## config.mk

```make
export PLATFORM = sky130hd
export DESIGN_NAME = rio_host
export DESIGN_NICKNAME = d
export VERILOG_FILES = /design/src/logic/rio_pkg.sv /design/src/logic/rio_frame_engine.sv /design/src/logic/rio_host.sv /design/src/logic/rio_line_sampler.sv /design/src/logic/rio_reg_decode.sv /design/src/logic/rio_result_unit.sv
export SDC_FILE = /design/constraint.sdc
export NUM_CORES = 1
export LEC_CHECK = 0
export BUFFER_PORTS_ARGS = -buffer_cell sky130_fd_sc_hd__buf_2
export CAP_MARGIN = 5
export CORE_UTILIZATION = 30
export DETAILED_ROUTE_END_ITERATION = 8
export GPL_TIMING_DRIVEN = 1
export PLACE_DENSITY_LB_ADDON = 0.05
export REMOVE_ABC_BUFFERS = 1
export SETUP_SLACK_MARGIN = 0.02
export SYNTH_ARGS = -nofsm -noshare
export SYNTH_HDL_FRONTEND = slang
export SYNTH_HIERARCHICAL = 1
export SYNTH_SLANG_ARGS = --single-unit
```

## constraint.sdc

```tcl
create_clock -name clock -period 6.2 [get_ports clock]
set_input_delay 1.24 -clock clock [delete_from_list [all_inputs] [get_ports clock]]
set_output_delay 1.24 -clock clock [all_outputs]
set_load 0.005 [all_outputs]
```

## src/logic/rio_pkg.sv

```systemverilog
// remote io link package
// widths, frame positions, bus structs and FSM encodings shared by the host blocks
package rio_pkg;

   typedef logic [8:0]  frame_pos_t;      // cycle inside the 512 cycle frame
   typedef logic [31:0] bus_word_t;       // local bus data, result word
   typedef logic [23:0] sample_t;         // one channel sample
   typedef logic [15:0] reply_t;          // read reply from target
   typedef logic [21:0] prn_t;            // descrambler lfsr state
   typedef logic [2:0]  sample_delay_t;   // input delay tap

   // bus word bit 20 is rd, 19:16 target register, 15:0 data
   typedef struct packed {
      logic        rd;             // target answers with a reply
      logic [3:0]  target_addr;    // target register
      logic [15:0] payload;        // write data
   } cmd_t;

   typedef struct packed {
      logic [7:0]  mask;           // channel enables
      logic [23:0] frame_count;    // frames left to stream
   } stream_cfg_t;

   typedef struct packed {
      logic       sample_strobe;   // capture a sample bit now
      logic       reply_strobe;    // capture a reply bit now
      logic [7:0] index;           // bit number in its section
   } bit_evt_t;

   typedef struct packed {
      logic sample_strobe;         // value is a descrambled sample bit
      logic reply_strobe;          // value is a reply bit
      logic value;
   } rx_bit_t;

   localparam frame_pos_t POS_TX_LOAD       = 9'd16;    // shifter load
   localparam frame_pos_t POS_TX_END        = 9'd60;    // last driven cycle
   localparam frame_pos_t POS_PRN_LOAD      = 9'd77;    // optional prn restart
   localparam frame_pos_t POS_SAMPLE_FIRST  = 9'd78;    // first sample bit
   localparam frame_pos_t POS_REPLY_FIRST   = 9'd462;   // first reply bit
   localparam frame_pos_t POS_STREAM_DECIDE = 9'd495;   // enable latch
   localparam frame_pos_t POS_OUT_FIRST     = 9'd496;   // channel 0 word out

   localparam logic [1:0] ADDR_CMD    = 2'd0;
   localparam logic [1:0] ADDR_DELAY  = 2'd1;
   localparam logic [1:0] ADDR_STREAM = 2'd2;

   localparam logic [3:0] PRN_RESET_TARGET = 4'd4;   // target reg that restarts prn

   typedef enum logic [1:0] {
      out_idle,
      out_channels,
      out_reply
   } out_state_e;

endpackage

```

## src/logic/rio_frame_engine.sv

```systemverilog
// remote io frame engine
// frame counter, command shifter and line direction, plus the decode
// of frame positions into sample and reply capture strobes
module rio_frame_engine #(
   parameter int n_channels  = 8,
   parameter int sample_bits = 24
) (
   input  logic                clock,
   input  logic                rst_n,
   input  rio_pkg::cmd_t       pending_cmd,
   input  logic                cmd_pending,
   output rio_pkg::frame_pos_t frame_pos,
   output logic                tx_load,
   output logic                read_active,
   output logic                prn_reload,
   output rio_pkg::bit_evt_t   bit_evt,
   output logic                sdio_out,
   output logic                sdio_oe
);
   import rio_pkg::*;

   localparam int tx_bits    = $bits(cmd_t) + 1;   // 2 start bits, rd not sent
   localparam int sample_end = POS_SAMPLE_FIRST + 2 * n_channels * sample_bits;
   localparam int reply_end  = POS_REPLY_FIRST + 2 * $bits(reply_t);

   logic [tx_bits-1:0] tsr;          // transmit shifter, msb on the line
   frame_pos_t         next_pos;
   frame_pos_t         sample_off;   // distance from first sample bit
   frame_pos_t         reply_off;    // distance from first reply bit
   logic               in_samples;
   logic               in_reply;

   assign next_pos = frame_pos + 9'd1;   // wraps 511 -> 0
   assign tx_load  = (frame_pos == POS_TX_LOAD);

   always_ff @(posedge clock or negedge rst_n)
   begin
      if (!rst_n)
      begin
         frame_pos   <= '0;
         tsr         <= '1;
         read_active <= 1'b0;
         prn_reload  <= 1'b0;
         sdio_out    <= 1'b1;          // idle line is high
         sdio_oe     <= 1'b1;
      end
      else
      begin
         frame_pos <= next_pos;
         if (tx_load)
         begin
            // start bits then addr and data, or all ones for an idle word
            tsr <= cmd_pending ? {2'b00, pending_cmd.target_addr, pending_cmd.payload} : '1;
            read_active <= cmd_pending && pending_cmd.rd;
            prn_reload  <= cmd_pending && (pending_cmd.target_addr == PRN_RESET_TARGET);
         end
         else if ((frame_pos > POS_TX_LOAD) && !frame_pos[0])
            tsr <= {tsr[tx_bits-2:0], 1'b1};   // one bit per 2 cycles
         sdio_out <= tsr[tx_bits-1];
         sdio_oe  <= (next_pos <= POS_TX_END);   // release line after command
      end
   end

   // capture strobes on even positions inside each section
   assign sample_off = frame_pos - POS_SAMPLE_FIRST;
   assign reply_off  = frame_pos - POS_REPLY_FIRST;
   assign in_samples = (frame_pos >= POS_SAMPLE_FIRST) && (frame_pos < sample_end)
                       && !frame_pos[0];
   assign in_reply   = (frame_pos >= POS_REPLY_FIRST) && (frame_pos < reply_end)
                       && !frame_pos[0];

   assign bit_evt.sample_strobe = in_samples;
   assign bit_evt.reply_strobe  = in_reply;
   assign bit_evt.index         = in_reply ? reply_off[8:1] : sample_off[8:1];

endmodule

```

## src/logic/rio_host.sv

```systemverilog
// remote io host
// runs the serial link to a remote target in 512 cycle frames and
// returns samples and read replies as 32 bit words
module rio_host #(
   parameter int n_channels  = 8,    // channels per frame
   parameter int sample_bits = 24    // bits per channel sample
) (
   input  logic               clock,
   input  logic               rst_n,
   input  logic               wvalid,
   input  logic [1:0]         addr,
   input  rio_pkg::bus_word_t wdata,
   output logic               rvalid,
   output rio_pkg::bus_word_t rdata,
   input  logic               sdio_in,
   output logic               sdio_out,
   output logic               sdio_oe
);
   import rio_pkg::*;

   cmd_t          pending_cmd;
   logic          cmd_pending;
   sample_delay_t sample_delay;
   stream_cfg_t   stream_cfg;
   logic          stream_step;
   frame_pos_t    frame_pos;
   logic          tx_load;
   logic          read_active;
   logic          prn_reload;
   bit_evt_t      bit_evt;
   rx_bit_t       rx_bit;

   rio_reg_decode reg_decode_inst (
      .clock        (clock),
      .rst_n        (rst_n),
      .wvalid       (wvalid),
      .addr         (addr),
      .wdata        (wdata),
      .tx_load      (tx_load),
      .pending_cmd  (pending_cmd),
      .cmd_pending  (cmd_pending),
      .sample_delay (sample_delay),
      .stream_cfg   (stream_cfg),
      .stream_step  (stream_step)
   );

   rio_frame_engine #(
      .n_channels  (n_channels),
      .sample_bits (sample_bits)
   ) frame_engine_inst (
      .clock       (clock),
      .rst_n       (rst_n),
      .pending_cmd (pending_cmd),
      .cmd_pending (cmd_pending),
      .frame_pos   (frame_pos),
      .tx_load     (tx_load),
      .read_active (read_active),
      .prn_reload  (prn_reload),
      .bit_evt     (bit_evt),
      .sdio_out    (sdio_out),
      .sdio_oe     (sdio_oe)
   );

   rio_line_sampler line_sampler_inst (
      .clock        (clock),
      .rst_n        (rst_n),
      .sdio_in      (sdio_in),
      .sample_delay (sample_delay),
      .bit_evt      (bit_evt),
      .prn_reload   (prn_reload),
      .frame_pos    (frame_pos),
      .rx_bit       (rx_bit)
   );

   rio_result_unit #(
      .n_channels  (n_channels),
      .sample_bits (sample_bits)
   ) result_unit_inst (
      .clock       (clock),
      .rst_n       (rst_n),
      .frame_pos   (frame_pos),
      .rx_bit      (rx_bit),
      .stream_cfg  (stream_cfg),
      .read_active (read_active),
      .stream_step (stream_step),
      .rvalid      (rvalid),
      .rdata       (rdata)
   );

endmodule

```

## src/logic/rio_line_sampler.sv

```systemverilog
// remote io line sampler
// delays sdio_in by the selected tap, descrambles sample bits with
// the x^22+x^21+1 prn and registers the captured bit
module rio_line_sampler (
   input  logic                   clock,
   input  logic                   rst_n,
   input  logic                   sdio_in,
   input  rio_pkg::sample_delay_t sample_delay,
   input  rio_pkg::bit_evt_t      bit_evt,
   input  logic                   prn_reload,
   input  rio_pkg::frame_pos_t    frame_pos,
   output rio_pkg::rx_bit_t       rx_bit
);
   import rio_pkg::*;

   localparam int dly_stages = 2 ** $bits(sample_delay_t);

   logic [dly_stages-1:0] dly_line;   // stage k holds sdio_in from k+1 clocks ago
   logic                  tap;
   prn_t                  prn;
   logic                  prn_fb;

   assign tap    = dly_line[sample_delay];   // round trip compensation
   assign prn_fb = prn[21] ^ prn[20];

   always_ff @(posedge clock or negedge rst_n)
   begin
      if (!rst_n)
      begin
         dly_line <= '1;
         prn      <= '1;
         rx_bit   <= '0;
      end
      else
      begin
         dly_line <= {dly_line[dly_stages-2:0], sdio_in};

         // target restarts its scrambler on the same command
         if (prn_reload && (frame_pos == POS_PRN_LOAD))
            prn <= '1;
         else if (bit_evt.sample_strobe)
            prn <= {prn[20:0], prn_fb};   // free runs across frames

         rx_bit.sample_strobe <= bit_evt.sample_strobe;
         rx_bit.reply_strobe  <= bit_evt.reply_strobe;
         rx_bit.value         <= tap ^ (bit_evt.sample_strobe & prn[21]);   // reply is clear
      end
   end

endmodule

```

## src/logic/rio_reg_decode.sv

```systemverilog
// remote io bus register decode
// holds the pending command, input sample delay and stream configuration
module rio_reg_decode (
   input  logic                   clock,
   input  logic                   rst_n,
   input  logic                   wvalid,
   input  logic [1:0]             addr,
   input  rio_pkg::bus_word_t     wdata,
   input  logic                   tx_load,
   output rio_pkg::cmd_t          pending_cmd,
   output logic                   cmd_pending,
   output rio_pkg::sample_delay_t sample_delay,
   output rio_pkg::stream_cfg_t   stream_cfg,
   input  logic                   stream_step
);
   import rio_pkg::*;

   localparam sample_delay_t delay_rst = 3'd3;   // typical line round trip

   logic wr_cmd;
   logic wr_delay;
   logic wr_stream;

   assign wr_cmd    = wvalid && (addr == ADDR_CMD);
   assign wr_delay  = wvalid && (addr == ADDR_DELAY);
   assign wr_stream = wvalid && (addr == ADDR_STREAM);

   always_ff @(posedge clock or negedge rst_n)
   begin
      if (!rst_n)
      begin
         cmd_pending  <= 1'b0;
         sample_delay <= delay_rst;
         stream_cfg   <= '0;          // mask off, nothing to stream
      end
      else
      begin
         if (wr_cmd)
            cmd_pending <= 1'b1;      // write at tx_load waits a frame
         else if (tx_load)
            cmd_pending <= 1'b0;      // taken by the shifter

         if (wr_delay)
            sample_delay <= wdata[2:0];

         if (wr_stream)
            stream_cfg <= wdata;      // mask in 31:24, count in 23:0
         else if (stream_step)
            stream_cfg.frame_count <= stream_cfg.frame_count - 24'd1;
      end
   end

   // command word itself, only meaningful while cmd_pending
   always_ff @(posedge clock)
   begin
      if (wr_cmd)
         pending_cmd <= wdata[$bits(cmd_t)-1:0];
   end

endmodule

```

## src/logic/rio_result_unit.sv

```systemverilog
// remote io result unit
// collects sample and reply bits, then issues enabled channel words
// and the read reply once per frame
module rio_result_unit #(
   parameter int n_channels  = 8,
   parameter int sample_bits = 24
) (
   input  logic                 clock,
   input  logic                 rst_n,
   input  rio_pkg::frame_pos_t  frame_pos,
   input  rio_pkg::rx_bit_t     rx_bit,
   input  rio_pkg::stream_cfg_t stream_cfg,
   input  logic                 read_active,
   output logic                 stream_step,
   output logic                 rvalid,
   output rio_pkg::bus_word_t   rdata
);
   import rio_pkg::*;

   localparam int store_bits = n_channels * sample_bits;
   localparam int chan_w     = $clog2(n_channels);
   localparam int out_last   = POS_OUT_FIRST + n_channels - 1;   // last channel slot

   logic [store_bits-1:0] store;       // channel 0 ends up in the top bits
   reply_t                reply_sr;
   out_state_e            state;
   logic [7:0]            enable;      // channels sent this frame
   frame_pos_t            out_off;
   logic [chan_w-1:0]     chan;
   sample_t               chan_word;

   // bits arrive msb first, channel 0 first
   always_ff @(posedge clock)
   begin
      if (rx_bit.sample_strobe)
         store <= {store[store_bits-2:0], rx_bit.value};
      if (rx_bit.reply_strobe)
         reply_sr <= {reply_sr[$bits(reply_t)-2:0], rx_bit.value};
   end

   assign stream_step = (frame_pos == POS_STREAM_DECIDE)
                        && (stream_cfg.frame_count != '0);   // one frame used up

   always_ff @(posedge clock or negedge rst_n)
   begin
      if (!rst_n)
      begin
         state  <= out_idle;
         enable <= '0;
      end
      else
      begin
         if (frame_pos == POS_STREAM_DECIDE)
            enable <= (stream_cfg.frame_count != '0) ? stream_cfg.mask : '0;

         case (state)
            out_idle:
            begin
               if (frame_pos == POS_STREAM_DECIDE)
                  state <= out_channels;
            end
            out_channels:
            begin
               if (frame_pos == out_last)
                  state <= out_reply;
            end
            out_reply:
               state <= out_idle;      // single reply slot
            default:
               state <= out_idle;
         endcase
      end
   end

   // channel slot follows the frame position
   assign out_off   = frame_pos - POS_OUT_FIRST;
   assign chan      = out_off[chan_w-1:0];
   assign chan_word = store[(n_channels - 1 - int'(chan)) * sample_bits +: sample_bits];

   always_comb
   begin
      rvalid = 1'b0;
      rdata  = '0;
      case (state)
         out_channels:
         begin
            rvalid = enable[chan];
            rdata  = {chan_word, 8'h00};   // sample left aligned
         end
         out_reply:
         begin
            rvalid = read_active;         // only if the command asked
            rdata  = {16'h0000, reply_sr};
         end
         default:
         begin
            rvalid = 1'b0;
            rdata  = '0;
         end
      endcase
   end

endmodule
```

==> results_dict.tcl, run 1 <==
set metrics [dict create \
    run_status "finished clean" \
    final_net_count 1259 \
    post-place-ws_ns 1.38 \
    drive_gt1_frac 0.300 \
    post-dp-hpwl_um 33300 \
    data_arrival_time_of_the_critical_path_ns 4.12 \
    hold_path_startpoint "line_sampler_inst/dly_line[0]" \
    report.final.slew_viol_count 0 \
    crit-reg2reg-capture "reg_decode_inst/stream_cfg[20]" \
    syn-cell-area_um2 17300 \
    groute.layer.met3.usage 0.0279 \
    first_pass_detailed_route_iteration_total 5 \
    initial_core_util 0.305 \
    worst_path_class_setup "flip-flop to primary output" \
    max_slew.worst_pin.slew_ns 1.07 \
    numPortBuffers 72 \
    critPathMaxFanout 14 \
    die_height_um 242 \
    layout_common_cells "sky130_fd_sc_hd__edfxtp_1 (229), sky130_fd_sc_hd__mux4_2 (112), sky130_fd_sc_hd__nand2_1 (105), sky130_fd_sc_hd__mux2i_1 (101), sky130_fd_sc_hd__buf_2 (71)" \
    syn-instance-count 1153 \
    antenna_cells 0 \
    worst_setup_path_start_kind "flip-flop" \
    cts.sink_count 343 \
    drt_iter0_drc 668 \
    drv_cap 0 \
    clk_transition_reported_paths_ns 0.06 \
    via_per_inst 5.22 \
    achievable-frequency_mhz 187 \
    synthToLayoutAreaGrowth_pct 13.4 \
    slew_headroom 0.284 \
    fin_crit_period_ns 5.36 \
    power.density_cell_area_nw_per_um2 259 \
    ioPinCount 73 \
    timing.reg2reg.worst_path_depth 8 \
    gr-total-overflow 0 \
    grt_pass1_wl_um 72900 \
    layout_commonest_cell "sky130_fd_sc_hd__edfxtp_1" \
    worstSkewPairLatency_ns 0.57 \
    min_delay_path_depth 0 \
    tritoncts "built" \
    finalSetupTns_ns 0 \
    die-area_um2 58500 \
    core.rowCount 87 \
    cp.required_ns 4.96 \
    clock_h_tree_levels 2 \
    design_power_total_uw 5080 \
    fill_cells 5532 \
    avgRoutedWirePerCell_um 24.4 \
    finalSetupViolCount 0 \
    cts_buffers 43 \
    min_path_type "flip-flop to flip-flop" \
    ant_nets 0 \
    hold_violations 0 \
    cts.repair.resized 0 \
    postCtsSetupRepairBufs 0 \
    grtUsageTotal 0.167 \
    place.gp.congestion 0.807 \
    drc 0 \
    skew_ns 0.0162 \
    grt_use_met2 0.272 \
    min_to "line_sampler_inst/dly_line[1]" \
    post_synth.cell_area_avg_um2 15.0 \
    rr_startpoint "frame_engine_inst/frame_pos[1]" \
    cts_root_buffer "sky130_fd_sc_hd__clkbuf_16" \
    die_width_um 242 \
    cts-hold-fix-buffers 0 \
    fin_hold_ws_ns 0.364 \
    gr-usage-met1 0.224 \
    route.final.wire_length_um 48700 \
    grt.busiest_layer "met2" \
    worst_reg_to_reg_setup_slack_ns 2.67 \
    grt_pass1_vias 10600 \
    initial_antenna_violation_count 0 \
    dr_total_vias 10400 \
    setup_slack_ns 0.842 \
    grt_max_degree 140 \
    final_min_period_over_clock_period 0.864 \
    ys_warn_count 6 \
    total_core_area_um2 56600 \
    clock_path_buffers 3 \
    critPathCaptureType "primary output" \
    peakVddDrop_v 0.000172 \
    cellLeakagePower_uw 0.00677 \
    grt_setup_unrepaired "false" \
]
[stage by stage]
step,utilization,cells,area (um^2)
floorplan,-,1070,16700
global placement,0.322,1915,18200
detailed placement,0.322,1915,18200
CTS,0.346,1992,19600
global route,0.346,1992,19600
finish,0.346,1992,19600
[power by group]
part	internal (uW)	switching, uW	leakage, uW	total, uW
registers	2490	51.7	0.00287	2540
logic	61.1	67.8	0.00326	129
clock network	1440	968	0.000649	2410
[routing by layer]
layer  wire length [um]  part of all wire  up-vias
met5                  0                 0        -
met4               1430             0.029        0
met3               2180             0.045       72
met2              23600              0.49      277
met1              21400              0.44     5405
li1                   -                 -     4637
[area by class of cell]
type | count | area (um^2) | area share
sequential | 343 | 9810 | 0.501
timing repair buffer | 89 | 515 | 0.0263
clock inverter | 15 | 151 | 0.00774
tap | 756 | 946 | 0.0483
inverter | 27 | 101 | 0.00518
multi-input combinational | 700 | 6870 | 0.351
clock buffer | 62 | 1180 | 0.0602
[state kept, by name, indices dropped and copies added, names as in the netlist]
name,cells
frame_engine_inst/tsr,22
frame_engine_inst/sdio_out,1
reg_decode_inst/cmd_pending,1
line_sampler_inst/rx_bit,3
reg_decode_inst/sample_delay,3
result_unit_inst/state,2
result_unit_inst/store,192
frame_engine_inst/sdio_oe,1
line_sampler_inst/dly_line,8
frame_engine_inst/frame_pos,9
reg_decode_inst/stream_cfg,32
frame_engine_inst/prn_reload,1
frame_engine_inst/read_active,1
line_sampler_inst/prn,22
reg_decode_inst/pending_cmd,21
result_unit_inst/reply_sr,16
result_unit_inst/enable,8
[worst max-delay path, stage by stage, from the launching register on]
cell	delay (ns)
sky130_fd_sc_hd__dfrtp_1	0.59
sky130_fd_sc_hd__inv_1	0.16
sky130_fd_sc_hd__ha_1	0.36
sky130_fd_sc_hd__ha_4	0.16
sky130_fd_sc_hd__ha_1	0.29
sky130_fd_sc_hd__buf_4	0.19
sky130_fd_sc_hd__o21ba_2	0.27
sky130_fd_sc_hd__nand3_1	0.61
sky130_fd_sc_hd__or3_1	0.60
sky130_fd_sc_hd__o211ai_1	0.14
sky130_fd_sc_hd__buf_2	0.18
[worst max-delay path by stage]
stage                                        start        end  slack (ns)
floorplan           frame_engine_inst/frame_pos[0]  rdata[10]       -4.66
global placement    frame_engine_inst/frame_pos[0]  rdata[11]        1.40
detailed placement  frame_engine_inst/frame_pos[0]  rdata[11]        1.38
CTS                 frame_engine_inst/frame_pos[0]  rdata[11]        0.76
global route        frame_engine_inst/frame_pos[1]  rdata[22]        0.58
finish              frame_engine_inst/frame_pos[1]  rdata[20]        0.84
Note: power is estimated with default switching activity, not from simulation.
==> run 2: changes to the inputs <==
--- a/config.mk
+++ b/config.mk
@@ -7,7 +7,7 @@
 export LEC_CHECK = 0
 export BUFFER_PORTS_ARGS = -buffer_cell sky130_fd_sc_hd__buf_2
 export CAP_MARGIN = 5
-export CORE_UTILIZATION = 30
+export CORE_UTILIZATION = 45
 export DETAILED_ROUTE_END_ITERATION = 8
 export GPL_TIMING_DRIVEN = 1
 export PLACE_DENSITY_LB_ADDON = 0.05
==> results_dict.tcl, run 2 (synthesis gave the netlist of run 1 again) <==
set metrics [dict create \
    clk_transition_reported_paths_ns 0.06 \
    layout.core_utilization 0.510 \
    worst_setup_path_start_kind "flip-flop" \
    power.density_cell_area_nw_per_um2 261 \
    critPathMaxFanout 19 \
    postCtsSetupRepairBufs 0 \
    fin_crit_period_ns 5.57 \
    cts-hold-fix-buffers 0 \
    final_min_period_over_clock_period 0.898 \
    cellLeakagePower_uw 0.00675 \
    cts.sink_count 343 \
    cts.repair.resized 0 \
    layout_top_registers "result_unit_inst/store x192, reg_decode_inst/stream_cfg x32" \
    slew_headroom 0.164 \
    die_height_um 198 \
    skew_ns 0.0131 \
    cts_root_buffer "sky130_fd_sc_hd__clkbuf_16" \
    initial_antenna_violation_count 0 \
    worstSkewPairLatency_ns 0.54 \
    place.gp.congestion 0.878 \
    grtUsageTotal 0.225 \
    grt_pass1_wl_um 65800 \
    cts_buffers 39 \
    clock_path_buffers 3 \
    avgRoutedWirePerCell_um 24.6 \
    grt_setup_unrepaired "false" \
    die-area_um2 39100 \
    min_to "line_sampler_inst/dly_line[6]" \
    data_arrival_time_of_the_critical_path_ns 4.33 \
    hold_violations 0 \
    dr_total_vias 10300 \
    max_slew.worst_pin.slew_ns 1.25 \
    layout_common_cells "sky130_fd_sc_hd__edfxtp_1 (229), sky130_fd_sc_hd__mux4_2 (112), sky130_fd_sc_hd__nand2_1 (105), sky130_fd_sc_hd__mux2i_1 (101), sky130_fd_sc_hd__buf_2 (71)" \
    report.final.slew_viol_count 0 \
    numPortBuffers 72 \
    finalSetupViolCount 0 \
    layout_commonest_cell "sky130_fd_sc_hd__edfxtp_1" \
    rr_startpoint "frame_engine_inst/frame_pos[0]" \
    design_power_total_uw 5020 \
    min_path_type "flip-flop to flip-flop" \
    ioPinCount 73 \
    ant_nets 0 \
    drv_cap 0 \
    grt_pass1_vias 10500 \
    worst_path_class_setup "flip-flop to primary output" \
    drive_gt1_frac 0.300 \
    timing.reg2reg.worst_path_depth 9 \
    grt_max_degree 138 \
    peakVddDrop_v 0.000193 \
    drc 0 \
    tritoncts "built" \
    post-dp-hpwl_um 29100 \
    clock_h_tree_levels 2 \
    worst_reg_to_reg_setup_slack_ns 1.93 \
    critPathCaptureType "primary output" \
    total_core_area_um2 37700 \
    largest_register "result_unit_inst/store" \
    die_width_um 198 \
    via_per_inst 5.94 \
    final_net_count 1253 \
    route.final.wire_length_um 42800 \
    hold_path_startpoint "line_sampler_inst/dly_line[5]" \
    min_delay_path_depth 0 \
    drt_iter0_drc 839 \
    initial_core_util 0.458 \
    synthToLayoutAreaGrowth_pct 11.2 \
    gr-total-overflow 0 \
    antenna_cells 0 \
    crit-reg2reg-capture "reg_decode_inst/stream_cfg[19]" \
    largest_register_ffs 192 \
    first_pass_detailed_route_iteration_total 7 \
    core.rowCount 71 \
    cp.required_ns 4.96 \
    achievable-frequency_mhz 180 \
    run_status "finished clean" \
]
run 2: worst max path at each step:
stage / depth (start not counted) / end / start
finish: 9 / rdata[8] / frame_engine_inst/frame_pos[1]
global route: 9 / rdata[8] / frame_engine_inst/frame_pos[1]
CTS: 9 / rdata[11] / frame_engine_inst/frame_pos[1]
detailed placement: 9 / rdata[11] / frame_engine_inst/frame_pos[1]
global placement: 10 / rdata[10] / frame_engine_inst/frame_pos[1]
floorplan: 5 / rdata[10] / frame_engine_inst/frame_pos[0]
run 2: cell type report:
cell class	count	area, um^2
Clock inverter	17	206
Multi-Input combinational cell	700	6860
Fill cell	3201	18500
Clock buffer	54	1090
Sequential cell	343	9810
Timing Repair Buffer	87	500
Tap cell	511	639
Inverter	27	101
run 2: power by group:
group          leakage (uW)  internal (uW)  switching (uW)
logic               0.00325           60.9            67.2
clock network      0.000632           1430             919
registers           0.00287           2490            52.4
run 2: critical path: stages (launching register included):
cell and delay, ns:
sky130_fd_sc_hd__dfrtp_1 0.57, sky130_fd_sc_hd__inv_1 0.15, sky130_fd_sc_hd__ha_1 0.32, sky130_fd_sc_hd__ha_2 0.17, sky130_fd_sc_hd__ha_1 0.59, sky130_fd_sc_hd__nand4bb_1 0.60
sky130_fd_sc_hd__nor3_1 0.79, sky130_fd_sc_hd__a22oi_1 0.25, sky130_fd_sc_hd__nand4_1 0.21, sky130_fd_sc_hd__buf_2 0.14
run 2: metal layers:
| layer | track usage | wire, um | vias to the layer above |
|---|---|---|---|
| li1 | - | - | 4625 |
| met3 | 0.0390 | 2490 | 75 |
| met4 | 0.0749 | 1330 | 0 |
| met1 | 0.299 | 17700 | 5314 |
| met2 | 0.376 | 21300 | 322 |
| met5 | 0 | 0 | - |
run 2: stage by stage:
step	setup TNS (ns)	area [um^2]	setup slack [ns]	hold slack, ns	instances
finish	0	19200	0.632	0.363	1739
global route	0	19200	0.504	0.369	1739
CTS	0	19200	0.689	0.365	1739
detailed placement	0	17900	1.27	0.356	1668
global placement	0	17900	1.31	0.355	1668
floorplan	-129.27	16700	-4.66	0.354	1070
==> run 3: changes to the inputs <==
--- a/config.mk
+++ b/config.mk
@@ -5,6 +5,7 @@
 export SDC_FILE = /design/constraint.sdc
 export NUM_CORES = 1
 export LEC_CHECK = 0
+export ABC_AREA = 1
 export BUFFER_PORTS_ARGS = -buffer_cell sky130_fd_sc_hd__buf_2
 export CAP_MARGIN = 5
 export CORE_UTILIZATION = 45
==> results_dict.tcl, run 3 <==
set metrics [dict create \
    drc 0 \
    cts-hold-fix-buffers 0 \
    grt_max_degree 245 \
    largest_register "result_unit_inst/store" \
    worst_setup_path_start_kind "flip-flop" \
    worst_path_class_setup "flip-flop to primary output" \
    post-place-ws_ns 1.60 \
    fin_crit_period_ns 5.26 \
    skew_ns 0.0141 \
    slew_headroom 0.283 \
    hold_violations 0 \
    die_height_um 206 \
    layout.core_utilization 0.501 \
    first_pass_detailed_route_iteration_total 6 \
    cell_internal_pwr_uw 3890 \
    data_arrival_time_of_the_critical_path_ns 4.02 \
    die-area_um2 42500 \
    via_per_inst 5.31 \
    critPathCaptureType "primary output" \
    clock_path_buffers 3 \
    layout_common_cells "sky130_fd_sc_hd__nand2_1 (808), sky130_fd_sc_hd__nand3_1 (273), sky130_fd_sc_hd__edfxtp_1 (229), sky130_fd_sc_hd__inv_1 (220), sky130_fd_sc_hd__nor2_1 (193)" \
    final_min_period_over_clock_period 0.848 \
    cts_root_buffer "sky130_fd_sc_hd__clkbuf_16" \
    dr_total_vias 15300 \
    gr-total-overflow 0 \
    antenna_cells 0 \
    postCtsSetupRepairBufs 0 \
    post_synth.cell_area_avg_um2 8.14 \
    worstSkewPairLatency_ns 0.57 \
    ioPinCount 73 \
    setup_slack_ns 0.945 \
    ys_warn_count 6 \
    grt_pass1_wl_um 82300 \
    cp.required_ns 4.96 \
    syn-cell-area_um2 18700 \
    drive_gt1_frac 0.126 \
    grt_setup_unrepaired "false" \
    grtUsageTotal 0.252 \
    run_status "finished clean" \
    cts.sink_count 343 \
    post-dp-hpwl_um 34500 \
    clk_transition_reported_paths_ns 0.06 \
    power.density_cell_area_nw_per_um2 247 \
    cellLeakagePower_uw 0.00931 \
    final_net_count 2377 \
    peakVddDrop_v 0.000323 \
    stdcell_area_um2 20500 \
    report.final.slew_viol_count 0 \
    max_slew.worst_pin.slew_ns 1.08 \
    synthToLayoutAreaGrowth_pct 9.40 \
    combinationalPowerShare 0.044 \
    layout_commonest_cell "sky130_fd_sc_hd__nand2_1" \
    core.rowCount 74 \
    numPortBuffers 72 \
    fin_hold_ws_ns 0.365 \
    cts.repair.resized 0 \
    ant_nets 0 \
    min_path_type "flip-flop to flip-flop" \
    avgRoutedWirePerCell_um 17.9 \
    critPathMaxFanout 31 \
    place.gp.congestion 0.927 \
    largest_register_ffs 192 \
    initial_core_util 0.458 \
    syn-instance-count 2304 \
    placedInstanceArea_um2 19200 \
    initial_antenna_violation_count 0 \
    drt_iter0_drc 1307 \
    cts_buffers 41 \
    route.final.wire_length_um 51800 \
    achievable-frequency_mhz 190 \
    die_width_um 206 \
    total_core_area_um2 40900 \
    clock_group_share_of_total_power 0.453 \
    seqPwrFrac 0.503 \
    switching_share 0.231 \
    drv_cap 0 \
    layout_top_registers "result_unit_inst/store x192, reg_decode_inst/stream_cfg x32" \
    tritoncts "built" \
    finalSetupViolCount 0 \
    clock_h_tree_levels 2 \
    design_power_total_uw 5060 \
    total_switching_power_uw 1170 \
    grt_pass1_vias 14800 \
]
## run 3: layout make-up
type / count / area, um^2
clock buffers: 54 / 1130
clock inverters: 22 / 135
fillers: 4041 / 20400
inverters: 241 / 912
multi-input cells: 1603 / 7310
flip-flops and latches: 343 / 9810
well taps: 532 / 666
repair buffers: 92 / 551
## run 3: critical path, stage by stage (launching register included)
cell	delay, ns
sky130_fd_sc_hd__dfrtp_1	0.63
sky130_fd_sc_hd__inv_1	0.16
sky130_fd_sc_hd__ha_1	0.33
sky130_fd_sc_hd__ha_1	0.19
sky130_fd_sc_hd__ha_1	0.28
sky130_fd_sc_hd__buf_4	0.33
sky130_fd_sc_hd__clkinv_1	0.62
sky130_fd_sc_hd__a21oi_1	0.31
sky130_fd_sc_hd__nand3_1	0.11
sky130_fd_sc_hd__nand3_1	0.13
sky130_fd_sc_hd__nand2_1	0.10
sky130_fd_sc_hd__nand2_1	0.06
sky130_fd_sc_hd__nand2_1	0.06
sky130_fd_sc_hd__buf_2	0.12
## run 3: power by group through the flow
stage          clock (uW)  sequential [uW]  combinational (uW)
2_1_floorplan           0             2570                 155
3_3_place_gp            0             2590                 222
3_5_place_dp            0             2590                 226
4_1_cts              2350             2550                 227
5_1_grt              2440             2550                 259
6_report             2290             2550                 224
## run 3: final timing paths
check / start / end / depth (start not counted) / slack (ns)
max: frame_engine_inst/frame_pos[1] / rdata[9] / 13 / 0.94
min: line_sampler_inst/dly_line[4] / line_sampler_inst/dly_line[5] / 0 / 0.37
max reg2reg: frame_engine_inst/frame_pos[0] / reg_decode_inst/stream_cfg[4] / 13 / 2.09
min reg2reg: line_sampler_inst/dly_line[4] / line_sampler_inst/dly_line[5] / 0 / 0.37
max in group asynchronous: rst_n / line_sampler_inst/prn[11] / 2 / 4.38
min in group asynchronous: rst_n / result_unit_inst/enable[4] / 1 / 0.78
## run 3: routing by layer
metal	routed length, um	track usage	vias to the layer above	part of all wire
met1	22800	0.341	7256	0.44
met4	1860	0.0932	0	0.036
met3	3120	0.0402	106	0.060
met5	0	0	-	0
met2	24000	0.406	493	0.46
li1	-	-	7481	-
## run 3: stage by stage
stage,TNS (ns),cells
floorplan,-150.44,2187
global placement,0,2811
detailed placement,0,2811
CTS,0,2887
global route,0,2887
finish,0,2887
